[src/int_issue_pkg.sv]
package int_issue_pkg;

    localparam int PREG_W = 5;
    localparam int ROB_W  = 4;  // Index bits, the wrap direction bit comes on top.
    localparam int DATA_W = 32;
    localparam int DISP_W = 2;
    localparam int WB_W   = 2;

    typedef struct packed {
        logic             dir;
        logic [ROB_W-1:0] idx;
    } rob_idx_t;

    typedef enum logic [1:0] {
        BR_NONE,
        BR_COND,
        BR_JAL,
        BR_JALR
    } branch_op_t;

    typedef struct packed {
        logic [PREG_W-1:0] rs1;
        logic [PREG_W-1:0] rs2;
        logic [PREG_W-1:0] rd;
        rob_idx_t          rob;
        branch_op_t        bop;
        logic [15:0]       imm;
    } uop_t;

    typedef struct packed {
        logic valid;
        uop_t uop;
        logic rs1_ready;
        logic rs2_ready;
    } disp_slot_t;

    typedef struct packed {
        logic              valid;
        logic [PREG_W-1:0] rd;
        logic [DATA_W-1:0] data;
    } wb_port_t;

    typedef struct packed {
        logic     valid;
        rob_idx_t rob;
    } redirect_t;

    typedef enum logic [1:0] {
        CONDITION,
        DIRECT,
        INDIRECT,
        CALL
    } br_type_t;

    typedef enum logic [1:0] {
        RAS_NONE,
        RAS_POP,
        RAS_PUSH,
        RAS_POP_PUSH
    } ras_type_t;

    typedef struct packed {
        logic              valid;
        uop_t              uop;
        logic [DATA_W-1:0] rs1_data;
        logic [DATA_W-1:0] rs2_data;
        br_type_t          br_type;
        ras_type_t         ras_type;
    } issue_t;

    // True when a is younger than b.
    function automatic logic rob_younger(input rob_idx_t a, input rob_idx_t b);
        return (a.dir ^ b.dir) ^ (a.idx < b.idx);
    endfunction

endpackage

[src/issue_regread.sv]
`timescale 1ns/1ps

module issue_regread #(
    parameter int BANKS     = 2,
    parameter int NUM_PREGS = 32
) (
    input  logic                                              clk,
    input  logic                                              rst_n_i,
    input  int_issue_pkg::uop_t [BANKS-1:0]                   sel_i,
    input  logic [BANKS-1:0]                                  sel_valid_i,
    input  int_issue_pkg::wb_port_t [int_issue_pkg::WB_W-1:0] wb_i,
    input  int_issue_pkg::redirect_t                          redirect_i,
    output int_issue_pkg::issue_t [BANKS-1:0]                 issue_o
);
    import int_issue_pkg::*;

    logic [DATA_W-1:0] rf_q [NUM_PREGS];
    issue_t [BANKS-1:0] issue_d, issue_q;

    // Link registers x1 and x5 drive the return stack.
    function automatic ras_type_t ras_class(input uop_t u);
        logic push, pop;
        push = (u.rd == 5'd1) || (u.rd == 5'd5);
        pop  = (u.rs1 == 5'd1) || (u.rs1 == 5'd5);
        case ({push, pop})
            2'b01:   return RAS_POP;
            2'b10:   return RAS_PUSH;
            2'b11:   return RAS_POP_PUSH;
            default: return RAS_NONE;
        endcase
    endfunction

    function automatic br_type_t br_class(input uop_t u, input ras_type_t ras);
        if (u.bop == BR_JAL) return DIRECT;
        if (u.bop == BR_JALR) return (ras != RAS_NONE) ? CALL : INDIRECT;
        return CONDITION;
    endfunction

    always_ff @(posedge clk) begin
        for (int p = 0; p < WB_W; p++) begin
            if (wb_i[p].valid) rf_q[wb_i[p].rd] <= wb_i[p].data;
        end
    end

    always_comb begin
        for (int l = 0; l < BANKS; l++) begin
            issue_d[l].valid    = sel_valid_i[l] &&
                                  !(redirect_i.valid && rob_younger(sel_i[l].rob, redirect_i.rob));
            issue_d[l].uop      = sel_i[l];
            issue_d[l].rs1_data = (sel_i[l].rs1 == '0) ? '0 : rf_q[sel_i[l].rs1];  // x0 is zero.
            issue_d[l].rs2_data = (sel_i[l].rs2 == '0) ? '0 : rf_q[sel_i[l].rs2];
            issue_d[l].ras_type = ras_class(sel_i[l]);
            issue_d[l].br_type  = br_class(sel_i[l], issue_d[l].ras_type);
        end
    end

    always_ff @(posedge clk or negedge rst_n_i) begin
        if (!rst_n_i) begin
            issue_q <= '0;
        end else begin
            issue_q <= issue_d;
        end
    end

    assign issue_o = issue_q;

endmodule

[config.mk]
export PLATFORM = sky130hd
export DESIGN_NAME = issue_regread
export DESIGN_NICKNAME = d
export VERILOG_FILES = /design/src/int_issue_pkg.sv /design/src/issue_regread.sv
export SDC_FILE = /design/constraint.sdc
export NUM_CORES = 2
export LEC_CHECK = 0
export BUFFER_PORTS_ARGS = -buffer_cell sky130_fd_sc_hd__buf_2
export CAP_MARGIN = 20
export CELL_PAD_IN_SITES_DETAIL_PLACEMENT = 1
export CELL_PAD_IN_SITES_GLOBAL_PLACEMENT = 2
export CORE_ASPECT_RATIO = 0.6
export CORE_MARGIN = 4
export CORE_UTILIZATION = 51
export CTS_CLUSTER_DIAMETER = 60
export DETAILED_ROUTE_END_ITERATION = 8
export PLACE_DENSITY_LB_ADDON = 0.05
export SYNTH_ARGS = -nofsm -noshare
export SYNTH_HDL_FRONTEND = slang
export SYNTH_SLANG_ARGS = --single-unit
[constraint.sdc]
create_clock -name clk -period 2.71 [get_ports clk]
set_input_delay 0 -clock clk [delete_from_list [all_inputs] [get_ports clk]]
set_output_delay 0 -clock clk [all_outputs]
set_load 0.05 [all_outputs]
# ---- After elaboration in Yosys (flattened, before gate mapping)
# Memory sizes are Yosys's and may differ from the RTL's.
# Index checks and enable logic that the tools add are counted.
dict set report op_classes {
  magnitude_cmp 2
  n_eq_ne 18
  mux 26
  n_bitwise 4
  n_reduce_logical 16
}
# op count
set ops {}
lappend ops {{32-bit two-way mux} 4}
lappend ops {{5-bit by 1-bit equality test with 1-bit output, second input constant} 4}
lappend ops {{5-bit by 3-bit equality test with 1-bit output, second input constant} 4}
lappend ops {{5-bit zero test} 4}
lappend ops {{2-bit equality test, second input constant} 8}
lappend ops {{2-bit two-way mux} 8}
lappend ops {{1-bit two-way mux} 12}
lappend ops {{2-bit one-hot mux with 3 select lines} 2}
lappend ops {{4-bit less-than comparator} 2}
lappend ops {{2-bit by 1-bit equality test with 1-bit output, second input constant} 2}
lappend ops {{1-bit logical AND} 4}
lappend ops {{1-bit logical OR} 4}
lappend ops {{2-bit nonzero test} 2}
lappend ops {{1-bit bitwise XOR} 4}
lappend ops {{1-bit zero test} 2}
dict set report totals {
  reg_bits 214
  ramBits 1024
  in_bits 162
  out_inout_bits 214
  elab_cells 91
  n_memories 1
}
# name words width read_ports rd_clocked_by_memory_dff wr line
set mem_list {}
lappend mem_list {rf_q 32 32 4 0 2 issue_regread.sv:17} ;# logic [DATA_W-1:0] rf_q [NUM_PREGS];

# ---- Longest topological paths before layout
dict set report logic_depth {
  word_depth 9
  depth_mapped 10
  depth_no_buf 6
}

# ---- Least setup slack after synthesis
# No wires, ideal clock.
dict set report synth_timing {
  path_type {input to register}
  from {in wb_i[32] (netlist name)}
  to {mem rf_q[8][0], enable pin}
  setup_time_ns 0.466
  t_arrival_ns 2.932
  required_ns 2.244
  slack_ns -0.688
  cell_stages 3
  path_buffers 1
  cell_sequence {or3b_2 > clkbuf_1 > o21ai_0}
}
# item line
set synth_rtl {}
lappend synth_rtl {{from (decl)} issue_regread.sv:11} ;# input int_issue_pkg::wb_port_t [int_issue_pkg::WB_W-1:0] wb_i,
lappend synth_rtl {{to (decl)} issue_regread.sv:17}

==> summary.txt <==
status: finished, final reports clean
gr usage total: 45.57%
IO buf count: 375
syn_nets: 5319
Die Span X: 525.3 um
full die area: 167200 sq um
Hold Crit Class: input pin to register
CP Class: input pin to register
CP arrival: 3.18 ns
Yosys reg bits: 1238
leak pwr: 0.03335 uW
Final Util: 59.92%
# resized after CTS: 0
number of fill cells in the layout: 14133
fraction of layout cells with a size suffix above 1: 47.98%
DP Worst Slack: 0.1226 ns
Reg2Reg Depth: 5
worst hold slack: 0.01924 ns
CP endpoint kind: register
Final Max Tran Viols: 0
RD Place Congestion: 0.9666
Placeable Area: 158900 sq um
top_reg_cell synth: edfxtp_1
crit share post-route: 93.58%
Syn Inst Count: 5151
via count: 63188
Die Y: 318.4 um
fin nets: 5779
final hold violations: 0
initial drt markers: 10835
cts bufs inserted: 146
crit path to: issue_o[53]$_DFF_PN0_
multi-input combinational cell area: 43130 sq um
CTS Root Buffer Type: clkbuf_16
Avg Cell Area, Syn: 15.89 sq um
Final ANT Viol Nets: 0
Synth warnings: 0
Clk Latency, worst-skew pair: 0.82 ns
final wirelength: 387.9 mm
Clk pin slew, worst setup/hold paths: 0.06 ns
clk sink count: 1238
I/O pins: 376
FF-to-FF setup slack: 0.23 ns
num rows: 113
antenna violations before repair: 46
drt wl/cell: 49.22 um
Mapped Area: 81870 sq um
global route overflow: 0
Critical R2R Capture: issue_o[53]$_DFF_PN0_
drt first pass iters: 6
first-pass GRT wire length: 528.2 mm
fmax: 394.3 MHz
Max VDD drop: 503.8 uV
Startpoint Class: input pin
Distinct cells, synth: 55
endpoints failing setup: 0
CTS tree: built
HPWL after DPL: 248.8 mm
H-Tree Depth: 4
Post-synth EDFFs: 1024
initial core utilization: 51.52%
setup tns final: 0 ns
vias in the first global route: 60942
async set or reset register ratio after synthesis: 17.29%
Max-Slew Margin vs Limit: 22.11%
final setup margin: 0.1739 ns
Tot Pwr: 53090 uW
Worst-Margin Slew: 1.164 ns
min Tclk post-route: 2.536 ns
Seq. cell area: 36100 sq um
RSZ-0062 raised after global routing: no
Via-to-Cell Ratio: 8.018
Layout Skew: 0.04004 ns
Crit Path Max Fanout: 46
DR DRC count: 0
pwr/cell area: 557.5 nW/um^2
Worst Setup SP: sel_i[34]
CTS Buffer Depth: 4
Area Overhead vs Synth: 16.30%
Required @ worst endpoint: 3.36 ns
largest net degree at the start of global routing: 75
max_cap viols: 0
r2r startpoint: rf_q[15][17]$_DFFE_PP_
HP Start: wb_i[10]
register area share after synthesis: 44.10%
-- Yosys cell counts, drive strengths merged (28+ instances only) --
cell type | instances | area share, %
dfrtp | 214 | 6.5
mux2 | 1087 | 15
o22ai | 73 | 0.56
mux4 | 914 | 25
a22o | 52 | 0.56
clkbuf | 338 | 1.6
nor2 | 30 | 0.14
buf | 326 | 2.3
nand2 | 62 | 0.29
a22oi | 161 | 1.5
o221ai | 32 | 0.34
o21ai | 53 | 0.32
a31oi | 40 | 0.31
nand3 | 61 | 0.37
a21o | 28 | 0.26
mux2i | 420 | 5.1
edfxtp | 1024 | 38
clkinv | 32 | 0.15
a221oi | 95 | 1.1
-- cell families after synthesis --
group | share of synthesized area [%]
muxes | 45.23
DFF | 44.10
buffers and inverters | 4.053
AOI/OAI and AO/OA | 5.078
and+or+nand+nor | 1.430
adders and majority gates | 0.09169
xor gates and xnor gates | 0.02140
-- worst min-delay path by stage --
stage | endpoint | cells after the start
after floorplan | issue_o[0]$_DFF_PN0_ | 0
after global placement | issue_o[62]$_DFF_PN0_ | 1
after detailed placement | issue_o[62]$_DFF_PN0_ | 1
after CTS | rf_q[26][10]$_DFFE_PP_ | 2
after global routing | rf_q[26][10]$_DFFE_PP_ | 2
final | rf_q[25][10]$_DFFE_PP_ | 2
-- worst max-delay path, cell delays in order --
cell	delay (ns)
dlygate4sd3_1	0.57
clkbuf_8	0.55
buf_4	0.30
mux4_2	0.32
a22o_1	0.25
a221oi_1	0.74
buf_4	0.24
a31oi_1	0.12
-- registers in the layout (all words and copies together), names as in the netlist --
signal,flops
issue_o,214
rf_q,1024
-- cell type report --
| class | instances | area share [%] |
|---|---|---|
| repair buffers | 976 | 8.701 |
| well taps | 2127 | 2.795 |
| clock inverters | 65 | 0.7450 |
| multi-input cells | 3210 | 45.29 |
| flip-flops and latches | 1238 | 37.92 |
| clock buffers | 189 | 4.298 |
| inverters | 39 | 0.1564 |
| diodes | 37 | 0.09723 |
-- metrics by stage --
stage | cell area [sq um] | cells
global placement | 88240 | 7384
finish | 95220 | 7881
CTS | 95120 | 7843
detailed placement | 88260 | 7385
floorplan | 81870 | 5151
global route | 95140 | 7849
-- layer usage --
metal / vias to the layer above / global-route usage (%) / share of wire [%]
met5: - / 0.3972 / 0.071
met4: 28 / 19.31 / 5.0
met3: 1115 / 23.78 / 18
met2: 6213 / 59.04 / 39
met1: 33245 / 63.49 / 38
li1: 22587 / - / -
-- layout by cell type, fill, tap and decap left out, drive strengths merged, types with 3 or more instances in the layout --
master,n
a22oi,161
and2,7
clkinv,72
diode,37
or3b,3
nor4b,5
a21oi,9
o31ai,5
nor3,14
mux2i,420
a22o,52
bufinv,14
o22ai,73
nand2,62
or3,3
nand3,61
inv,14
buf,771
nor2,30
clkbuf,191
o21ai,53
edfxtp,1024
nand2b,6
a21o,28
ha,6
nor3b,8
clkinvlp,4
dfrtp,214
nor2b,12
mux2,1087
a31oi,40
a221oi,95
o221ai,32
mux4,914
nand3b,11
dlygate4sd3,203
-- timing repair --
item | in CTS | in global routing
buffers inserted | 0 | 0
hold endpoints to repair | 1064 | 0
hold buffers | 204 | 0
-- power by group --
part           switching [uW]  total, uW  leakage [uW]  internal [uW]
clock network            8730      20700       0.00237          12000
registers                 725      22100        0.0118          21400
logic                    6350      10300        0.0192           3910
total                   15800      53100        0.0333          37300
Power figures use the tool's default switching activity.
