[src/int_issue_pkg.sv]
package int_issue_pkg;

    localparam int PREG_W = 5;
    localparam int ROB_W  = 4;  // Index bits, the wrap direction bit comes on top.
    localparam int DATA_W = 32;
    localparam int DISP_W = 2;
    localparam int WB_W   = 2;

    typedef struct packed {
        logic             dir;
        logic [ROB_W-1:0] idx;
    } rob_idx_t;

    typedef enum logic [1:0] {
        BR_NONE,
        BR_COND,
        BR_JAL,
        BR_JALR
    } branch_op_t;

    typedef struct packed {
        logic [PREG_W-1:0] rs1;
        logic [PREG_W-1:0] rs2;
        logic [PREG_W-1:0] rd;
        rob_idx_t          rob;
        branch_op_t        bop;
        logic [15:0]       imm;
    } uop_t;

    typedef struct packed {
        logic valid;
        uop_t uop;
        logic rs1_ready;
        logic rs2_ready;
    } disp_slot_t;

    typedef struct packed {
        logic              valid;
        logic [PREG_W-1:0] rd;
        logic [DATA_W-1:0] data;
    } wb_port_t;

    typedef struct packed {
        logic     valid;
        rob_idx_t rob;
    } redirect_t;

    typedef enum logic [1:0] {
        CONDITION,
        DIRECT,
        INDIRECT,
        CALL
    } br_type_t;

    typedef enum logic [1:0] {
        RAS_NONE,
        RAS_POP,
        RAS_PUSH,
        RAS_POP_PUSH
    } ras_type_t;

    typedef struct packed {
        logic              valid;
        uop_t              uop;
        logic [DATA_W-1:0] rs1_data;
        logic [DATA_W-1:0] rs2_data;
        br_type_t          br_type;
        ras_type_t         ras_type;
    } issue_t;

    // True when a is younger than b.
    function automatic logic rob_younger(input rob_idx_t a, input rob_idx_t b);
        return (a.dir ^ b.dir) ^ (a.idx < b.idx);
    endfunction

endpackage

[src/bank_steer.sv]
`timescale 1ns/1ps

module bank_steer #(
    parameter int BANKS      = 2,
    parameter int BANK_DEPTH = 4
) (
    input  int_issue_pkg::disp_slot_t [int_issue_pkg::DISP_W-1:0]            disp_i,
    input  logic [BANKS-1:0][$clog2(BANK_DEPTH+1)-1:0]                        free_i,
    output int_issue_pkg::disp_slot_t [BANKS-1:0][int_issue_pkg::DISP_W-1:0] wr_o
);
    import int_issue_pkg::*;

    localparam int CNT_W = $clog2(BANK_DEPTH + 1);

    logic [BANKS-1:0][CNT_W-1:0] free_adj;
    int                          pick0, pick1;

    always_comb begin
        pick0 = 0;
        for (int b = 1; b < BANKS; b++) begin
            if (free_i[b] > free_i[pick0]) pick0 = b;  // Strict compare keeps the lower bank on ties.
        end

        free_adj = free_i;
        if (disp_i[0].valid && free_adj[pick0] != '0) begin
            free_adj[pick0] = free_adj[pick0] - 1'b1;
        end

        pick1 = 0;
        for (int b = 1; b < BANKS; b++) begin
            if (free_adj[b] > free_adj[pick1]) pick1 = b;
        end

        wr_o = '0;
        wr_o[pick0][0] = disp_i[0];
        wr_o[pick1][1] = disp_i[1];
    end

endmodule

[config.mk]
export PLATFORM = sky130hd
export DESIGN_NAME = bank_steer
export DESIGN_NICKNAME = d
export VERILOG_FILES = /design/src/int_issue_pkg.sv /design/src/bank_steer.sv
export SDC_FILE = /design/constraint.sdc
export NUM_CORES = 1
export LEC_CHECK = 0
export BUFFER_PORTS_ARGS = -buffer_cell sky130_fd_sc_hd__buf_4
export CAP_MARGIN = 5
export CORE_AREA = 2 2 97 99
export DETAILED_ROUTE_END_ITERATION = 16
export DIE_AREA = 0 0 99 101
export PLACE_DENSITY = 0.53
export SYNTH_ARGS = -nofsm -noshare
export SYNTH_HDL_FRONTEND = slang
export SYNTH_SLANG_ARGS = --single-unit
[constraint.sdc]
create_clock -name vclk -period 7.2
set_clock_uncertainty 0.15 [all_clocks]
set_input_delay 1.44 -clock vclk [all_inputs]
set_output_delay 1.44 -clock vclk [all_outputs]
set_load 0.01 [all_outputs]
# After elaboration in Yosys (flattened, before gate mapping)
# Index checks and enable logic that the tools add are counted.
[classes]
n_lt_le_gt_ge = 6
reduce_logical = 4
n_addsub = 1
n_mux = 14
n_bitwise = 1
[op_table]
columns = ["operator", "n"]
rows = [
  ["AND 164 bit", 1],
  ["bitwise mux 164 bit", 1],
  ["demux 82 bit (select 1 bit)", 2],
  ["two-way mux 82 bit", 1],
  ["greater-or-equal comparator 32 x 1 -> 1 bit (second input constant)", 2],
  ["less-than comparator 32 x 3 -> 1 bit (second input constant)", 2],
  ["two-way mux 41 bit", 1],
  ["two-way mux 3 bit", 4],
  ["bitwise mux 6 bit", 1],
  ["greater-than comparator 3 bit", 2],
  ["two-way mux 6 bit", 1],
  ["demux 3 bit (select 1 bit)", 1],
  ["logical AND 1 bit", 3],
  ["nonzero test 3 bit", 1],
  ["subtractor 3 x 1 -> 3 bit (second input constant)", 1],
  ["two-way mux 1 bit", 2],
]
[totals]
word_cells = 26
reg_bits = 0
inputBits = 88

# Depth between registers and ports, before layout
# Gate-level depths: netlist of run 1.
[logic_depth]
word_depth = 15
ltp_mapped = 18
ltp_nobuf = 15

# Least setup slack after synthesis of run 1
# OpenSTA, ideal clock, no wires.
[synth_timing]
kind = "input to output"
from = "input free_i[2] in the netlist's numbering"
to = "output wr_o[41] in the netlist's numbering"
t_arrival_ns = 4.752
path_stages = 17
t_required_ns = 5.610
path_buffers = 3
slack_ns = 0.858
cell_sequence = "inv_1 > ha_1 > and3_2 > a21oi_1 > buf_2 > buf_2 > mux2i_1 > ha_1 > inv_1 > o21ai_1 > mux2_2 > ha_1 > a21o_1 > a21oi_1 > a31oi_2 > clkbuf_1 > and2b_1"
[synth_rtl]
columns = ["item", "line_no", "text"]
rows = [
  ["from (decl)", "bank_steer.sv:8", "input logic [BANKS-1:0][$clog2(BANK_DEPTH+1)-1:0] free_i,"],
  ["to (decl)", "bank_steer.sv:9", "output int_issue_pkg::disp_slot_t [BANKS-1:0][int_issue_pkg::DISP_W-1:0] wr_o"],
]

==> results of run 1 <==
==> cells in the mapped netlist (2+ instances only) <==
master	number
nor2_1	2
xor2_1	2
inv_1	7
and2_1	82
a21oi_1	5
buf_2	2
mux2i_1	3
ha_1	7
clkbuf_1	15
and2b_1	15
nor2b_1	66
==> metrics by stage <==
stage	area, um^2	util [%]	instances	worst slack, ps	hold slack, ps
finish	3446	38.38	570	636.5	3019
CTS	3446	38.38	570	564.9	3021
global route	3446	38.38	570	297.2	3029
global placement	3446	38.38	570	651.8	3023
detailed placement	3446	38.38	570	579.7	3020
floorplan	1439	-	221	858.4	2867
==> worst max-delay path, delay by kind of cell <==
family / cells / cell delay, ps
AOI/OAI and AO/OA: 5 / 640
adders and majority gates: 2 / 650
buffers and inverters: 5 / 1210
muxes: 1 / 280
and+or+nand+nor: 3 / 730
==> how the worst max path moves through the flow <==
stage | cells after the start | startpoint | to | slack, ps
3_5_place_dp | 16 | free_i[2] | wr_o[61] | 580
6_report | 16 | free_i[2] | wr_o[61] | 640
2_1_floorplan | 17 | free_i[2] | wr_o[41] | 860
5_1_grt | 16 | free_i[2] | wr_o[61] | 300
3_3_place_gp | 16 | free_i[2] | wr_o[61] | 650
4_1_cts | 16 | free_i[2] | wr_o[61] | 560
==> cell type report <==
cell class | count | area, um^2
fill | 949 | 5532
inverter | 7 | 26.28
multi-input combinational | 197 | 1366
tap | 111 | 138.9
timing repair buffer | 255 | 1914
==> layer usage <==
| layer | wire length [um] | part of all wire, % | track usage (%) | up-vias |
|---|---|---|---|---|
| met3 | 941 | 13 | 4.230 | 6 |
| met2 | 3749 | 52 | 24.38 | 150 |
| li1 | - | - | - | 1154 |
| met1 | 2381 | 33 | 11.63 | 963 |
| met4 | 94 | 1.3 | 1.475 | 0 |
| met5 | 0 | 0 | 0 | - |
==> logic make-up after synthesis <==
family          after synthesis
fa+ha+maj                     7
mux                           5
compound gates               11
buf+inv                      24
xor+xnor                      3
simple gates                171
==> report_power, final <==
part / internal [mW] / switching, mW
clock: 0 / 0
combinational: 0.301 / 0.265
sequential: 0 / 0
total: 0.301 / 0.265
==> results.md, run 1 <==
* Status: finished clean
* Min-delay worst type: primary input to primary output
* Top cell type's share of synthesized area at between 30 and 40%
* Hold Crit Start: disp_i[18]
* Initial detailed-routing violation count at 39
* Synth cell types at 26
* Slew headroom at 59.15%
* Final setup TNS at 0 ps
* Highest Clock Rate at ~150 MHz
* Post-CTS setup buffer count at 0
* Number of cells upsized or downsized after cts at 0
* Die area at 0.009999 mm^2
* Initial Util at approximately 16%
* Worst vdd ir at between 0.09 and 0.1 mV
* Vias in the first global route at 1959
* Startpoint Class: primary input
* Syn Nets at 316
* Avg Inst Size Synth at around 6.5 um^2
* Share of post-route cells with drive strength above 1 at 57.30%
* Clock buf count at 0
* Synth Area in Compound Gates at 5.391%
* Area delta synth->final at 139.5%
* Io pins at 252
* Tmin final at 6564 ps
* Post-Synth Adder-Cell Area at under 10%
* Routed Antenna Nets at 0
* Number of max-cap violations at 0
* Die width at 99 um
* Final setup viols at 0
* Register Area at 0 um^2
* Post-DR vias/cell at ~4.0
* Period utilization at 91.16%
* WL per Instance at 12.57 um
* First-pass GRT wire length at just under 10 mm
* Total power draw at 0.5656 mW
* Crit path largest cell delay at 530 ps
* Synth Area in XOR/XNOR at about 1.8%
* Total gr overflow at 0
* Antenna violations before repair at 0
* Pin count of the biggest net entering global routing at 82
* CP max FO at 81
* Sequential cells at 0
* Register area share after synthesis at 0%
* Hold Crit Depth at 3
* Leading cell type in the layout, fill and taps excluded: buf_4
* Vias after detailed routing at 2273
* Largest family of logic cells by synthesized area: simple AND/OR/NAND/NOR gates
* Synthesized area at 0.001439 mm^2
* Crit. End Element: primary output
* ANT cells at 0
* Port Buf Inserts at 252
* Synth Area in Simple Gates at 75.83%
* DIE HEIGHT at 101 um
* Fin. Hold Viols at 0
* Post-synthesis mux area share at 4.435%
* Top post-synthesis cells by area: and2_1, nor2b_1, and2b_1
* Final Max Slew Viols at 0
* Core box area at ~0.0090 mm^2
* Hold Path Sink: wr_o[100]
* Drt first pass iters at 4
* Critical Path RT at 5610 ps
* Gpl congestion at 0.7525
* Final #Nets at 556
* Power per cell area at 164.1 mW/mm^2
* # hold bufs at CTS at 0
* DRC at 0
* Synth Warn # at 0
* Crit path DAT at just under 5000 ps
* Final WL at slightly above 7 mm
* Worst setup path category: primary input to primary output
* Commonest cells after routing, fill and taps aside: buf_4, and2_1, nor2b_1, and2b_1
* RSZ-0062 raised after global routing: false
* Leakage power at between 1.5 and 2 nW
* Total track usage at between 10% and 20%
* Cell repeated most along the worst path: buf_4
* Row count at 35
* Measured slew at the worst slew-check pin at slightly above 600 ps
* Mapped Cells at 221
* Post-synth top area cell: and2_1
* CP max-delay cell: buf_4
* Crit path cell chain: buf_4, inv_1, ha_1, and3_2, a21oi_4, buf_4, and2_1, o21ai_1, mux2_2, ha_1, a21o_1, a21oi_1, a31oi_4, buf_4, and2b_1, buf_4
* DP Wirelength at 6.358 mm
Power figures use the tool's default switching activity.
==> inputs of run 2 (changes only) <==
RECOVER_POWER = 50   (was default)
==> results.md, run 2 (same netlist as run 1, synthesis figures left out) <==
* Status: finished clean
* Io pins at 252 (unchanged)
* Die width at 99 um (unchanged)
* Period utilization at 91.64% (+0.48 points)
* Cells after DPL at 570 (unchanged)
* Hold Crit Depth at 3 (unchanged)
* Crit. End Element: primary output
* DIE HEIGHT at 101 um (unchanged)
* CP max FO at 81 (unchanged)
* Antenna violations before repair at 0 (unchanged)
* First-pass GRT wire length at 9.784 mm (unchanged)
* Final #Nets at 556 (unchanged)
* Initial detailed-routing violation count at 36 (-7.7%)
* Slew headroom at 58.47% (-0.68 points)
* Routed Antenna Nets at 0 (unchanged)
* Die area at 0.009999 mm^2 (unchanged)
* Post-Layout Cell Count at 570 (unchanged)
* Vias after detailed routing at 2283 (+0.44%)
* Row count at 35 (unchanged)
* Register Area at 0 um^2 (unchanged)
* Power per cell area at 167.1 mW/mm^2 (+1.8%)
* Leakage power at 1.647 nW (-13%)
* Final Max Slew Viols at 0 (unchanged)
* Drt first pass iters at 4 (unchanged)
* Post-CTS setup buffer count at 0 (unchanged)
* DP Wirelength at 6.358 mm (unchanged)
* Sequential cells at 0 (unchanged)
* Measured slew at the worst slew-check pin at 622.9 ps (+10.21 ps)
* WL per Instance at 12.69 um (+0.92%)
* RSZ-0062 raised after global routing: false
* Final setup viols at 0 (unchanged)
* Worst setup path category: primary input to primary output
* ANT cells at 0 (unchanged)
* Final WL at 7.232 mm (+0.92%)
* Filler instances at 1012 (+6.6%)
* Worst vdd ir at 0.09857 mV (-0.76%)
* Final setup TNS at 0 ps (unchanged)
* DRC at 0 (unchanged)
* Highest Clock Rate at 151.6 MHz (-0.52%)
* Final Core Density at 35.79% (-2.6 points)
* Port Buf Inserts at 252 (unchanged)
* Area delta synth->final at 123.3%
* Critical Path Start: free_i[2]
* Number of max-cap violations at 0 (unchanged)
* Crit path DAT at 5010 ps (+40 ps)
* Clock buf count at 0 (unchanged)
* Hold Crit Start: disp_i[65]
* Total gr overflow at 0 (unchanged)
* Core box area at 0.008977 mm^2 (unchanged)
* Gpl congestion at 0.7525 (unchanged)
* Total track usage at 11.91% (unchanged)
* Pin count of the biggest net entering global routing at 82 (unchanged)
* Initial Util at 16.03% (unchanged)
* Critical Path RT at 5610 ps (about the same)
* # hold bufs at CTS at 0 (unchanged)
* Fin. Hold Viols at 0 (unchanged)
* Vias in the first global route at 1959 (unchanged)
* Tmin final at 6598 ps (+34.45 ps)
* Number of cells upsized or downsized after cts at 0 (unchanged)
* Share of post-route cells with drive strength above 1 at 43.79% (-14 points)
* Startpoint Class: primary input
* Post-DR vias/cell at 4.005 (+0.44%)
* Min-delay worst type: primary input to primary output
* Commonest cells after routing, fill and taps aside: buf_4, nor2b_1, and2_1, clkbuf_1, and2_0
* Leading cell type in the layout, fill and taps excluded: buf_4
* Hold Path Sink: wr_o[147]
run 2: critical path, stage by stage:
cell	delay [ps]
buf_4	100
inv_1	50
ha_1	320
and3_2	210
a21oi_4	150
buf_4	540
and2_0	290
o21ai_1	130
mux2_2	290
ha_1	330
a21o_1	120
a21oi_1	90
a31oi_4	160
buf_4	390
and2b_1	240
buf_4	140
run 2: layout make-up:
cell class	count	area, um^2	area share (%)
inverter	7	26.28	0.8178
multi-input combinational	197	1363	42.41
tap	111	138.9	4.322
timing repair buffer	255	1685	52.45
run 2: stage by stage:
step	hold slack (ps)	total power [mW]	area [um^2]	setup WS [ps]
after global routing	3036	0.5819	3213	245.0
after floorplan	2867	0.2674	1439	858.4
after detailed placement	3020	0.5746	3446	579.7
final	3021	0.5370	3213	602.0
after global placement	3023	0.5752	3446	651.8
after CTS	3021	0.5763	3446	564.9
run 2: per-layer routing:
| layer | wire, um | track usage [%] |
|---|---|---|
| met2 | 3739 | 24.38 |
| met1 | 2437 | 11.63 |
| met5 | 0 | 0 |
| met3 | 960 | 4.230 |
| met4 | 94 | 1.475 |
run 2: worst max path at each step:
| stage | slack, ps | to | cells past startpoint |
|---|---|---|---|
| 2_1_floorplan | 860 | wr_o[41] | 17 |
| 3_3_place_gp | 650 | wr_o[61] | 16 |
| 3_5_place_dp | 580 | wr_o[61] | 16 |
| 4_1_cts | 560 | wr_o[61] | 16 |
| 5_1_grt | 240 | wr_o[61] | 16 |
| 6_report | 600 | wr_o[61] | 16 |
run 2: report_power, final:
part	switching (mW)	total (mW)	leakage [nW]	internal (mW)
Clock	0	0	0	0
Combinational	0.264	0.537	1.65	0.273
Sequential	0	0	0	0
