`src/int_issue_pkg.sv`:
```
package int_issue_pkg;

    localparam int PREG_W = 5;
    localparam int ROB_W  = 4;  // Index bits, the wrap direction bit comes on top.
    localparam int DATA_W = 32;
    localparam int DISP_W = 2;
    localparam int WB_W   = 2;

    typedef struct packed {
        logic             dir;
        logic [ROB_W-1:0] idx;
    } rob_idx_t;

    typedef enum logic [1:0] {
        BR_NONE,
        BR_COND,
        BR_JAL,
        BR_JALR
    } branch_op_t;

    typedef struct packed {
        logic [PREG_W-1:0] rs1;
        logic [PREG_W-1:0] rs2;
        logic [PREG_W-1:0] rd;
        rob_idx_t          rob;
        branch_op_t        bop;
        logic [15:0]       imm;
    } uop_t;

    typedef struct packed {
        logic valid;
        uop_t uop;
        logic rs1_ready;
        logic rs2_ready;
    } disp_slot_t;

    typedef struct packed {
        logic              valid;
        logic [PREG_W-1:0] rd;
        logic [DATA_W-1:0] data;
    } wb_port_t;

    typedef struct packed {
        logic     valid;
        rob_idx_t rob;
    } redirect_t;

    typedef enum logic [1:0] {
        CONDITION,
        DIRECT,
        INDIRECT,
        CALL
    } br_type_t;

    typedef enum logic [1:0] {
        RAS_NONE,
        RAS_POP,
        RAS_PUSH,
        RAS_POP_PUSH
    } ras_type_t;

    typedef struct packed {
        logic              valid;
        uop_t              uop;
        logic [DATA_W-1:0] rs1_data;
        logic [DATA_W-1:0] rs2_data;
        br_type_t          br_type;
        ras_type_t         ras_type;
    } issue_t;

    // True when a is younger than b.
    function automatic logic rob_younger(input rob_idx_t a, input rob_idx_t b);
        return (a.dir ^ b.dir) ^ (a.idx < b.idx);
    endfunction

endpackage

```
`src/issue_bank.sv`:
```
`timescale 1ns/1ps

module issue_bank #(
    parameter int BANK_DEPTH = 4
) (
    input  logic                                                  clk,
    input  logic                                                  rst_n_i,
    input  int_issue_pkg::disp_slot_t [int_issue_pkg::DISP_W-1:0] wr_i,
    input  int_issue_pkg::wb_port_t [int_issue_pkg::WB_W-1:0]     wb_i,
    input  int_issue_pkg::redirect_t                              redirect_i,
    output int_issue_pkg::uop_t                                   sel_o,
    output logic                                                  sel_valid_o,
    output logic [$clog2(BANK_DEPTH+1)-1:0]                       free_o,
    output logic [$clog2(BANK_DEPTH+1)-1:0]                       credit_o
);
    import int_issue_pkg::*;

    localparam int CNT_W = $clog2(BANK_DEPTH + 1);
    localparam int IDX_W = (BANK_DEPTH > 1) ? $clog2(BANK_DEPTH) : 1;

    logic [BANK_DEPTH-1:0] valid_q, valid_d;
    logic [BANK_DEPTH-1:0] rs1_rdy_q, rs2_rdy_q;
    uop_t                  uop_q [BANK_DEPTH];
    logic [BANK_DEPTH-1:0] ready, kill;
    logic [IDX_W-1:0]      first_free, second_free, sel_idx;
    logic [IDX_W-1:0]      wr_idx [DISP_W];
    logic [DISP_W-1:0]     wr_en, wr_drop;
    logic                  any_ready;
    logic [CNT_W-1:0]      free_cnt, credit_d, credit_q;

    function automatic logic wb_hit(input wb_port_t [WB_W-1:0] wb,
                                    input logic [PREG_W-1:0] tag);
        logic hit;
        hit = 1'b0;
        for (int p = 0; p < WB_W; p++) begin
            hit |= wb[p].valid && (wb[p].rd == tag);
        end
        return hit;
    endfunction

    // Free entry search, the two lowest indices.
    always_comb begin
        int n_found;
        n_found     = 0;
        free_cnt    = '0;
        first_free  = '0;
        second_free = '0;
        for (int i = 0; i < BANK_DEPTH; i++) begin
            if (!valid_q[i]) begin
                free_cnt = free_cnt + 1'b1;
                if (n_found == 0) first_free = IDX_W'(i);
                else if (n_found == 1) second_free = IDX_W'(i);
                n_found++;
            end
        end
    end

    always_comb begin
        wr_idx[0] = first_free;
        wr_idx[1] = wr_i[0].valid ? second_free : first_free;
        for (int s = 0; s < DISP_W; s++) begin
            wr_drop[s] = wr_i[s].valid && redirect_i.valid &&
                         rob_younger(wr_i[s].uop.rob, redirect_i.rob);  // Flushed on arrival.
            wr_en[s]   = wr_i[s].valid && !wr_drop[s];
        end
    end

    // Lowest ready index wins.
    always_comb begin
        sel_idx   = '0;
        any_ready = 1'b0;
        for (int i = BANK_DEPTH - 1; i >= 0; i--) begin
            ready[i] = valid_q[i] && rs1_rdy_q[i] && rs2_rdy_q[i];
            if (ready[i]) begin
                sel_idx   = IDX_W'(i);
                any_ready = 1'b1;
            end
        end
    end

    assign sel_valid_o = any_ready && !redirect_i.valid;
    assign sel_o       = uop_q[sel_idx];

    always_comb begin
        for (int i = 0; i < BANK_DEPTH; i++) begin
            kill[i] = redirect_i.valid && valid_q[i] && rob_younger(uop_q[i].rob, redirect_i.rob);
        end
        valid_d = valid_q & ~kill;
        if (sel_valid_o) valid_d[sel_idx] = 1'b0;
        for (int s = 0; s < DISP_W; s++) begin
            if (wr_en[s]) valid_d[wr_idx[s]] = 1'b1;
        end
        credit_d = CNT_W'(sel_valid_o);
        for (int i = 0; i < BANK_DEPTH; i++) begin
            credit_d = credit_d + CNT_W'(kill[i]);
        end
        for (int s = 0; s < DISP_W; s++) begin
            credit_d = credit_d + CNT_W'(wr_drop[s]);
        end
    end

    always_ff @(posedge clk or negedge rst_n_i) begin
        if (!rst_n_i) begin
            valid_q  <= '0;
            credit_q <= '0;
        end else begin
            valid_q  <= valid_d;
            credit_q <= credit_d;
        end
    end

    // Payload and wakeup, qualified by valid_q.
    always_ff @(posedge clk) begin
        for (int i = 0; i < BANK_DEPTH; i++) begin
            rs1_rdy_q[i] <= rs1_rdy_q[i] | wb_hit(wb_i, uop_q[i].rs1);
            rs2_rdy_q[i] <= rs2_rdy_q[i] | wb_hit(wb_i, uop_q[i].rs2);
        end
        for (int s = 0; s < DISP_W; s++) begin
            if (wr_en[s]) begin
                uop_q[wr_idx[s]]     <= wr_i[s].uop;
                rs1_rdy_q[wr_idx[s]] <= wr_i[s].rs1_ready | wb_hit(wb_i, wr_i[s].uop.rs1);
                rs2_rdy_q[wr_idx[s]] <= wr_i[s].rs2_ready | wb_hit(wb_i, wr_i[s].uop.rs2);
            end
        end
    end

    assign free_o   = free_cnt;
    assign credit_o = credit_q;

endmodule

```
`config.mk`:
```
export PLATFORM = sky130hd
export DESIGN_NAME = issue_bank
export DESIGN_NICKNAME = d
export VERILOG_FILES = /design/src/int_issue_pkg.sv /design/src/issue_bank.sv
export SDC_FILE = /design/constraint.sdc
export NUM_CORES = 1
export LEC_CHECK = 0
export ABC_AREA = 1
export BUFFER_PORTS_ARGS = -buffer_cell sky130_fd_sc_hd__buf_2
export CORE_MARGIN = 1
export CORE_UTILIZATION = 30
export DETAILED_ROUTE_END_ITERATION = 10
export PLACE_DENSITY_LB_ADDON = 0.05
export SYNTH_ARGS = -nofsm -noshare
export SYNTH_HDL_FRONTEND = slang
export SYNTH_SLANG_ARGS = --single-unit
export TNS_END_PERCENT = 5
```
`constraint.sdc`:
```
create_clock -name clk -period 3.1 [get_ports clk]
set_input_delay 0.62 -clock clk [delete_from_list [all_inputs] [get_ports clk]]
set_output_delay 0.62 -clock clk [all_outputs]
set_load 0.005 [all_outputs]
```
-- Yosys cells after proc, flatten, opt, wreduce, memory -nomap -nowiden
Memories as Yosys holds them, arrays and structs flattened.
Index checks and enable logic that the tools add are counted.
- mux-type cells: 52
- $add $sub $neg: 11
- eq/ne operators: 27
- $lt $le $gt $ge: 12
- bitwise operators: 42
- reduce and logical (&&, ||, !) cells: 56
- operators with widths (kind ; count):
    $eq 5x5->1 ; 24
    $eq 32x2->1 const B ; 3
    $logic_not 32->1 ; 3
    $add 32x2->32 const B ; 2
    $mux 32 ; 2
    $logic_and 1x1->1 ; 50
    $mux 2 ; 18
    $mux 4 ; 7
    $lt 4x4->1 ; 6
    $or 1x1->1 ; 24
    $bwmux 4 ; 4
    $mux 1 ; 15
    $add 3x1->3 ; 4
    $xor 1x1->1 ; 12
    $add 3x1->3 const B ; 3
    $lt 2x3->1 const B ; 3
    $mux 3 ; 3
    $and 4x4->4 ; 2
    $not 4->4 ; 2
    $or 4x4->4 ; 2
    $demux 1 s2 ; 3
    $ge 2x1->1 const B ; 3
    $add 2x1->3 ; 1
    $logic_not 1->1 ; 3
    $add 1x1->2 ; 1
- memory bits (writable): 152
- register bits: 15
- input bits: 166
- word-level logic and storage cells: 205
- memories: 1
- memory list (memory ; words ; width ; read ports ; clocked after memory_dff ; write ports ; RTL line ; RTL):
    uop_q ; 4 ; 38 ; 5 ; 0 ; 2 ; issue_bank.sv:23 ; uop_t uop_q [BANK_DEPTH];

-- Logic depth before layout (Yosys ltp)
Gate-level depths: netlist of run 1.
- depth in word-level cells: 18
- mapped depth: 18

-- Least setup slack after synthesis of run 1
No wires, ideal clock.
- kind: input-to-reg
- start: in redirect_i[1] (netlist bit)
- end: reg credit_q[1] (netlist: credit_o[1])
- stages: 15
- path slack: -0.352 ns
- library setup time: 0.135 ns
- arrival: 3.317 ns
- data required time: 2.965 ns
- path through: inv_1 ha_1 o21ai_0 nand2_1 nand3_1 nand2_1 nor2_1 nand3b_1 inv_1 fa_1 inv_1 fa_1 inv_1 fa_1 fa_1
- longest elaborated chain between the ends: 9
- elaborated cells between the ends (all ways): 24
- ends and longest elaborated chain (item ; RTL line ; RTL):
    from (decl) ; issue_bank.sv:10 ; input int_issue_pkg::redirect_t redirect_i,
    $lt 4x4->1 ; int_issue_pkg.sv:73 ; return (a.dir ^ b.dir) ^ (a.idx < b.idx);
    $xor 1x1->1 ; int_issue_pkg.sv:73 ;
    $logic_and 1x1->1 ; issue_bank.sv:86 ; kill[i] = redirect_i.valid && valid_q[i] && rob_younger(uop_q[i].rob, redirect_i.rob);
    $add 1x1->2 ; issue_bank.sv:95 ; credit_d = credit_d + CNT_W'(kill[i]);
    $add 2x1->3 ; issue_bank.sv:95 ;
    $add 3x1->3 (2 in series) ; issue_bank.sv:95 ;
    $add 3x1->3 ; issue_bank.sv:98 ; credit_d = credit_d + CNT_W'(wr_drop[s]);
    $add 3x1->3 * ; issue_bank.sv:98 ;
    named net credit_d[1] ; issue_bank.sv:29 ; logic [CNT_W-1:0] free_cnt, credit_d, credit_q;
    to (signal assigned) ; issue_bank.sv:108 ; credit_q <= credit_d;
    to (decl) ; issue_bank.sv:29 ;
The timed path passes the listed nets; every way through them passes the cells marked *.

-- Final worst setup path of run 1
Ends and elaborated chain as after synthesis.

==> results of run 1 <==
registers in the layout, summed over array words and instances (netlist names):
signal     cells
rs1_rdy_q      4
valid_q        4
uop_q        152
credit_o       3
rs2_rdy_q      4
cell usage after synthesis (all sizes together) (8+ instances only):
cell type and instances:
nand2 418, o22ai 35, edfxtp 152, a21oi 33, nor2 82, nand4 44
nand3 78, dfxtp 8, xnor2 17, xor2 11, buf 55, o2111ai 9
clkbuf 20, ha 25, o21ai 201, inv 145
how the worst max path moves through the flow:
stage                              from           to  slack, ps  depth (start not counted)
after floorplan           redirect_i[1]  credit_o[1]       -310                         15
after global placement    redirect_i[1]  credit_o[1]       -560                         16
after detailed placement  redirect_i[1]  credit_o[1]       -600                         16
after CTS                  uop_q[2][19]  credit_o[1]       -100                         14
after global routing       uop_q[2][19]  credit_o[1]       -250                         14
final                     redirect_i[1]  credit_o[1]        -90                         16
worst max-delay path, stage by stage:
cell	delay, ps
buf_2	100
clkinvlp_4	110
ha_1	300
o21ai_1	70
nand2_1	70
nand3_1	60
nand2_1	80
nor2_1	80
nand3b_1	130
inv_1	60
fa_1	500
inv_1	50
fa_1	470
inv_1	50
fa_2	330
fa_1	430
kinds of logic after synthesis:
family | after synthesis
XOR/XNOR | 28
AO/OA/AOI/OAI | 287
buffers and inverters | 221
AND/OR/NAND/NOR | 631
adder cells (fa/ha/maj) | 29
flip-flops | 167
power by group:
part	total, mW	internal (mW)	switching (mW)	leakage [nW]
clock network	2.14	1.08	1.06	0.283
registers	4.13	3.69	0.443	1.57
logic	6.95	2.49	4.46	4.09
layer usage:
metal,track usage (%),vias up
met3,3.70,53
met1,28.0,4700
met4,5.47,4
met2,36.1,310
li1,-,4937
met5,0,-
area by class of cell:
type | instances | area, µm² | share of cell area (%)
antenna | 1 | 2.50 | 0.0189
multi-input combinational | 975 | 5120 | 38.7
clock buffer | 17 | 425 | 3.21
clock inverter | 15 | 156 | 1.18
sequential | 167 | 4900 | 37.0
inverter | 146 | 557 | 4.21
tap | 468 | 586 | 4.42
timing repair buffer | 218 | 1490 | 11.2
repair_timing:
action                                 4_1_cts  5_1_grt
pin swaps                                    4        1
endpoints found under the hold margin        7        0
setup buffers                                2        2
hold buffers                                 1        0
resized for setup                            4        6
setup endpoints to repair                   40       41
through the flow:
| stage | cells | power, mW | hold WS, ps |
|---|---|---|---|
| finish | 2007 | 13.2 | 491 |
| global route | 2007 | 14.3 | 473 |
| detailed placement | 1969 | 11.1 | 463 |
| global placement | 1969 | 11.1 | 463 |
| CTS | 2004 | 13.4 | 469 |
| floorplan | 1363 | 8.05 | 324 |
==> impl_metrics.yaml, run 1 <==
finish:
  layout_commonest_cell: "nand2_1"
  layout-drive-gt1-share_pct: 21.8
  final_cell_mix: "411 x nand2_1, 152 x edfxtp_1, 146 x buf_2"
  design_area_mm2: 0.0132
  nFillCells: 3843
  final_core_util_pct: 36.2
  syn2layout_area_growth_pct: 19.2
  fin_nets: 1720
synthesis:
  syn_nets: 1558
  yosysTopAreaCell: "edfxtp_1"
  ys_warn_count: 0
  synth_area_leaders: "edfxtp_1 41%, nand2_1 14%, o21ai_1 4.9%"
  synthMuxAreaShare_pct: 0
  synth_edf_count: 152
  synth_compound_area_share_pct: 15.7
  yosys.area_share.simple_pct: 24.3
  synth_xor_xnor_area_share_pct: 2.21
  syn_inst: 1363
  ys_seq_area_share_pct: 44.1
  avgSynthCellArea_um2: 8.14
  async_flop_share_pct: 4.19
  synthAdderAreaFrac_pct: 3.54
  ys_types: 39
  synth_top_cell_area_share_pct: 41.1
  synth-seq-cells: 167
  synth_top_family_by_area: "simple AND/OR/NAND/NOR gates"
  yosys_most_used_dff: "edfxtp_1"
  netlist_area_mm2: 0.0111
clocking:
  clk_path_buf_depth: 2
  cts_tree: "yes"
  htreeDepth: 4
  root_buffer: "clkbuf_16"
  clkTransAtPathRegs_ps: 80
  insertion_delay_ps: 450
  clkSinkCount: 167
  numCtsBuffers: 17
sta:
  fin_ws_ps: -85.6
  hold_viol_final: 0
  maxClockFrequency_ghz: 0.314
  worstMarginPinSlew_ps: 573
  setup_tns_ps: -92.1
  post-route-period-util_pct: 103
  rsz0062_at_grt: "true"
  skew_ps: 12.2
  slew_viol_final: 0
  slew_headroom_pct: 61.7
  setup-violations-final: 2
  layout_min_cycle_time_ps: 3190
setup_path:
  required_ps: 3420
  r2r_end: "credit_o[1]"
  worst-setup-path-type: "input port to flip-flop"
  r2r-start: "uop_q[2][19]"
  r2r_setup_slack_ps: -80
  end_kind: "flip-flop"
  critical_path.max_fanout: 4
  r2r_cells: 14
  worstPathArrival_ps: 3500
  worst_setup_path_start_kind: "input port"
min_path:
  min_to: "uop_q[1][4]"
  whs_path_depth: 3
  hp-class: "input port to flip-flop"
  hold_path.startpoint: "wr_i[6]"
place:
  port_buffers: 146
  post-place-ws_ps: -596
  dp_hpwl_um: 27400
  place_congestion: 0.890
  dpl-instance-area_mm2: 0.0126
detailed_routing:
  drt_wl_total_um: 39400
  wl_met1_um: 17600
  drt_iter0_drc: 752
  wl_met2_um: 19100
  drc: 0
  num_vias: 10000
  top_layer_used: "met5"
  wl_per_cell_um: 19.6
  first_pass_iters: 5
  ant_nets: 0
  via_per_inst: 4.98
  dr_wl_met3_um: 2110
flow_run:
  drv_cap: 0
floorplanning:
  rows: 70
  start_util_pct: 30.4
  die_x_um: 194
  die_h_um: 194
  io_pins: 211
  core-area_mm2: 0.0365
  dieArea_mm2: 0.0378
grt:
  grt_overflow_total: 0
  grt_start_max_net_pins: 51
  grt_use_total_pct: 21.3
  grt_antenna_before_repair: 3
  grt_pass1_vias: 9820
  grt_pass1_wl_um: 59900
power:
  peakVddDrop_uv: 606
  power_density_mw_per_mm2: 999
  p_leak_nw: 5.95
run_status:
  outcome: "complete, but fails checks"
  violations: "setup timing"
No activity file was read; power rests on OpenSTA's default activity.
==> run 2: changes to the inputs <==
CORE_ASPECT_RATIO = 0.9   (was unset)
SLEW_MARGIN = 20   (was unset)
==> impl_metrics.yaml, run 2 (same netlist as run 1, synthesis figures left out) <==
grt:
  grt_antenna_before_repair: 1
  grt_use_met2_pct: 33.4
  grt_pass1_wl_um: 60100
  grt.met1_usage_pct: 31.5
  grt_use_total_pct: 21.7
  grt_pass1_vias: 9652
  grt_overflow_total: 0
  grt_start_max_net_pins: 51
  top_usage_layer: "met2"
  grtUsageMet3_pct: 3.29
finish:
  largest_register_ff_count: 152
  regArea_mm2: 0.00490
  nFillCells: 3772
  multi_input_comb_area_mm2: 0.00514
  diodes: 0
  syn2layout_area_growth_pct: 20.1
  fin_nets: 1724
  final_cell_mix: "408 x nand2_1, 152 x edfxtp_1, 146 x buf_2"
  layout_commonest_cell: "nand2_1"
  design_area_mm2: 0.0133
  layout-drive-gt1-share_pct: 22.0
floorplanning:
  die_h_um: 184
  io_pins: 211
  dieArea_mm2: 0.0378
  core-area_mm2: 0.0363
  start_util_pct: 30.6
  rows: 66
  die_x_um: 205
detailed_routing:
  drc: 0
  drt_iter0_drc: 865
  ant_nets: 0
  first_pass_iters: 5
  wl_per_cell_um: 19.8
  drt_wl_total_um: 40000
  via_per_inst: 4.99
  num_vias: 10100
power:
  power_density_mw_per_mm2: 1000
  p_leak_nw: 5.97
  peakVddDrop_uv: 495
clocking:
  cts.hold.buffers_added: 0
  root_buffer: "clkbuf_16"
  cts_tree: "yes"
  clkSinkCount: 167
  htreeDepth: 4
  numCtsBuffers: 17
  clkTransAtPathRegs_ps: 60
  insertion_delay_ps: 430
  clk_path_buf_depth: 2
min_path:
  hp-class: "input port to asynchronous set/reset pin"
setup_path:
  max_stage_delay_ps: 510
  worst-setup-path-type: "flip-flop to flip-flop"
  critical_path.max_fanout: 2
  worst_setup_path_start_kind: "flip-flop"
  required_ps: 3400
  path_cells: "ha_1, o21ai_1, nand2_1, nand3_2, nand2_2, nor2_1, nand3b_1, inv_2, fa_1, inv_1, fa_1, inv_1, fa_2, fa_1"
  path_delay_family: "adder cells"
  cp_num_buf_inv: 3
  end_kind: "flip-flop"
  worstPathArrival_ps: 3530
  crit_top_cell: "fa_1"
  cp_slowest_cell: "fa_1"
sta:
  worstMarginPinSlew_ps: 698
  slew_headroom_pct: 53.4
  skew_ps: 8.65
  post-route-period-util_pct: 104
  setup-violations-final: 2
  hold_viol_final: 0
  slew_viol_final: 0
  holdWs_ps: 31.4
  maxClockFrequency_ghz: 0.310
  rsz0062_at_grt: "true"
  layout_min_cycle_time_ps: 3230
  fin_ws_ps: -129
place:
  dp_hpwl_um: 27500
  place_congestion: 0.882
  port_buffers: 146
  dpl-instance-area_mm2: 0.0126
run_status:
  violations: "setup timing"
  outcome: "complete, but fails checks"
flow_run:
  drv_cap: 0
[run 2: cell count changes in the layout (fill, tap and decap cells not counted), sizes merged]
cell / change
clkinvlp: +1
buf: +5
bufinv: +3
clkbuf: +2
diode: -1
dlygate4sd3: -1
inv: -7
[run 2: area by class of cell]
cell class | instances | area share [%]
Clock inverter | 12 | 1.15
Inverter | 146 | 4.14
Multi-Input combinational cell | 975 | 38.6
Clock buffer | 19 | 3.25
Tap cell | 476 | 4.47
Sequential cell | 167 | 36.8
Timing Repair Buffer | 222 | 11.7
[run 2: report_power, final]
group          internal (mW)  switching, mW
clock                   1.26          0.942
combinational           2.54           4.48
sequential              3.69          0.452
total                   7.50           5.87
[run 2: worst register-to-register path: stages, from the launching register on]
cell and delay [ps]:
edfxtp_1 420, ha_1 290, o21ai_1 70, nand2_1 80, nand3_2 70, nand2_2 50, nor2_1 70, nand3b_1 140
inv_2 50, fa_1 510, inv_1 50, fa_1 470, inv_1 50, fa_2 330, fa_1 440
[run 2: path summary, 6_finish.rpt]
kind                              start      endpoint  slack, ps  depth (start not counted)
min in group clk               wr_i[15]  uop_q[3][13]        510                          3
min                             rst_n_i   credit_o[0]         30                          1
max in group asynchronous       rst_n_i   credit_o[1]       2890                          1
min reg2reg                rs1_rdy_q[2]  rs1_rdy_q[2]        660                          6
max reg2reg                uop_q[2][19]   credit_o[1]       -130                         14
max                        uop_q[2][19]   credit_o[1]       -130                         14
[run 2: through the flow]
stage / total power, mW / instances / setup TNS (ps) / worst slack [ps] / util [%]
floorplan: 8.05 / 1363 / -28590 / -312 / -
global placement: 11.2 / 1972 / -1330 / -576 / 34.6
detailed placement: 11.2 / 1972 / -1350 / -589 / 34.6
CTS: 13.5 / 2017 / -231 / -159 / 36.6
global route: 14.4 / 2017 / -734 / -343 / 36.8
finish: 13.4 / 2017 / -163 / -129 / 36.8
[run 2: what timing repair did]
item,in CTS,in global routing
setup endpoints to repair,7,39
pin swaps,4,1
gates resized for setup,8,20
setup buffers,14,0
[run 2: metal layers]
metal / vias to the layer above / wire length [µm]
met5: - / 13
met4: 2 / 549
met3: 39 / 2400
met2: 329 / 17900
met1: 4744 / 19100
li1: 4959 / -
==> run 3: changes to the inputs <==
MAX_ROUTING_LAYER = met4   (was unset)
==> impl_metrics.yaml, run 3 (same netlist as run 1, synthesis figures left out) <==
detailed_routing:
  via_per_inst: 4.99
  drt_wl_total_um: 40200
  num_vias: 10100
  first_pass_iters: 7
  wl_per_cell_um: 19.9
  drt_iter0_drc: 801
  drc: 0
  ant_nets: 0
place:
  place_inst: 1975
  place_congestion: 0.890
  dp_hpwl_um: 28000
  port_buffers: 146
sta:
  fin_ws_ps: -110
  slew_headroom_pct: 52.5
  rsz0062_at_grt: "true"
  hold_viol_final: 0
  post-route-period-util_pct: 104
  setup-violations-final: 2
  maxClockFrequency_ghz: 0.311
  layout_min_cycle_time_ps: 3210
  worstMarginPinSlew_ps: 712
  skew_ps: 7.85
  slew_viol_final: 0
floorplanning:
  die_h_um: 184
  io_pins: 211
  rows: 66
  start_util_pct: 30.6
  die_x_um: 205
  core-area_mm2: 0.0363
  dieArea_mm2: 0.0378
clocking:
  insertion_delay_ps: 430
  htreeDepth: 4
  cts_tree: "yes"
  cts.hold.buffers_added: 0
  clk_path_buf_depth: 2
  clkTransAtPathRegs_ps: 70
  clkSinkCount: 167
  numCtsBuffers: 17
  root_buffer: "clkbuf_16"
setup_path:
  max_stage_delay_ps: 510
  end_kind: "flip-flop"
  worst_setup_path_start_kind: "input port"
  cp_num_buf_inv: 5
  required_ps: 3410
  cp_slowest_cell: "fa_1"
  path_cells: "buf_2, clkinvlp_4, ha_4, o21ai_0, nand2_1, nand3_2, nand2_2, nand2_1, nand3b_1, inv_1, fa_1, inv_1, fa_1, inv_1, fa_2, fa_1"
  r2r_end: "credit_o[1]"
  path_delay_family: "adder cells"
  r2r-start: "uop_q[2][21]"
  r2r_cells: 12
  critical_path.max_fanout: 4
  r2r_setup_slack_ps: -110
  worstPathArrival_ps: 3520
  worst-setup-path-type: "input port to flip-flop"
flow_run:
  drv_cap: 0
grt:
  grt_overflow_total: 0
  grt_start_max_net_pins: 55
  grt_pass1_vias: 9795
  grt_use_total_pct: 22.4
  grt_antenna_before_repair: 2
  grt_pass1_wl_um: 60300
finish:
  final_cell_mix: "408 x nand2_1, 152 x edfxtp_1, 146 x buf_2"
  layout-drive-gt1-share_pct: 22.5
  final_cells: 2024
  syn2layout_area_growth_pct: 20.3
  largest_register_ff_count: 152
  fin_nets: 1728
  layout_commonest_cell: "nand2_1"
min_path:
  hp-class: "input port to asynchronous set/reset pin"
run_status:
  outcome: "complete, but fails checks"
  violations: "setup timing"
power:
  power_density_mw_per_mm2: 1010
  peakVddDrop_uv: 456
  p_leak_nw: 5.98
  power_mw: 13.5
## run 3: cell types whose count changed in the layout (fill, tap and decap cells not counted), moves of 2 or more
cell     before  now
a21oi_1      32   30
a21oi_2       0    2
buf_12       16   12
buf_4        45   54
diode_2       0    3
ha_1         25   23
ha_4          0    2
inv_2         9    6
inv_4         0    2
o21ai_0      35   38
o21ai_1     111  108
## run 3: where the power goes
part	internal, mW	switching, mW
Sequential	3.69	0.451
Combinational	2.58	4.53
Clock	1.26	0.958
Total	7.54	5.94
## run 3: worst max-delay path by stage
stage	slack (ps)	to	start	depth (start not counted)
2_1_floorplan	-310	credit_o[1]	redirect_i[1]	15
3_3_place_gp	-560	credit_o[1]	redirect_i[1]	16
3_5_place_dp	-600	credit_o[1]	redirect_i[1]	16
4_1_cts	-70	credit_o[1]	redirect_i[1]	16
5_1_grt	-270	credit_o[1]	uop_q[2][21]	12
6_report	-110	credit_o[1]	redirect_i[1]	16
## run 3: timing repair
action,in CTS,in global routing
endpoints found under the setup margin,5,34
buffers inserted,15,0
resized for setup,9,21
pin swaps,5,7
## run 3: stage by stage
step	worst slack [ps]	hold slack [ps]	TNS, ps	area [µm²]	utilization (%)
after floorplan	-312	324	-28590	11100	-
after global placement	-556	482	-1270	12500	34.6
after detailed placement	-597	480	-1370	12500	34.6
after CTS	-66.3	11.2	-66.3	13300	36.6
after global routing	-271	19.7	-577	13400	36.8
final	-110	34.0	-155	13400	36.8
## run 3: layout make-up
type,count,area [µm²]
clock buffers,19,433
flip-flops and latches,167,4900
fillers,3807,22900
multi-input cells,975,5170
inverters,146,557
repair buffers,226,1530
well taps,476,596
clock inverters,12,153
diodes,3,7.51
## run 3: layer usage
metal / GRT usage (%) / vias to the layer above / routed length (µm)
li1: - / 4950 / -
met1: 30.4 / 4786 / 18600
met2: 34.6 / 324 / 18500
met3: 3.38 / 38 / 2310
met4: 5.73 / 0 / 677
met5: - / - / 0
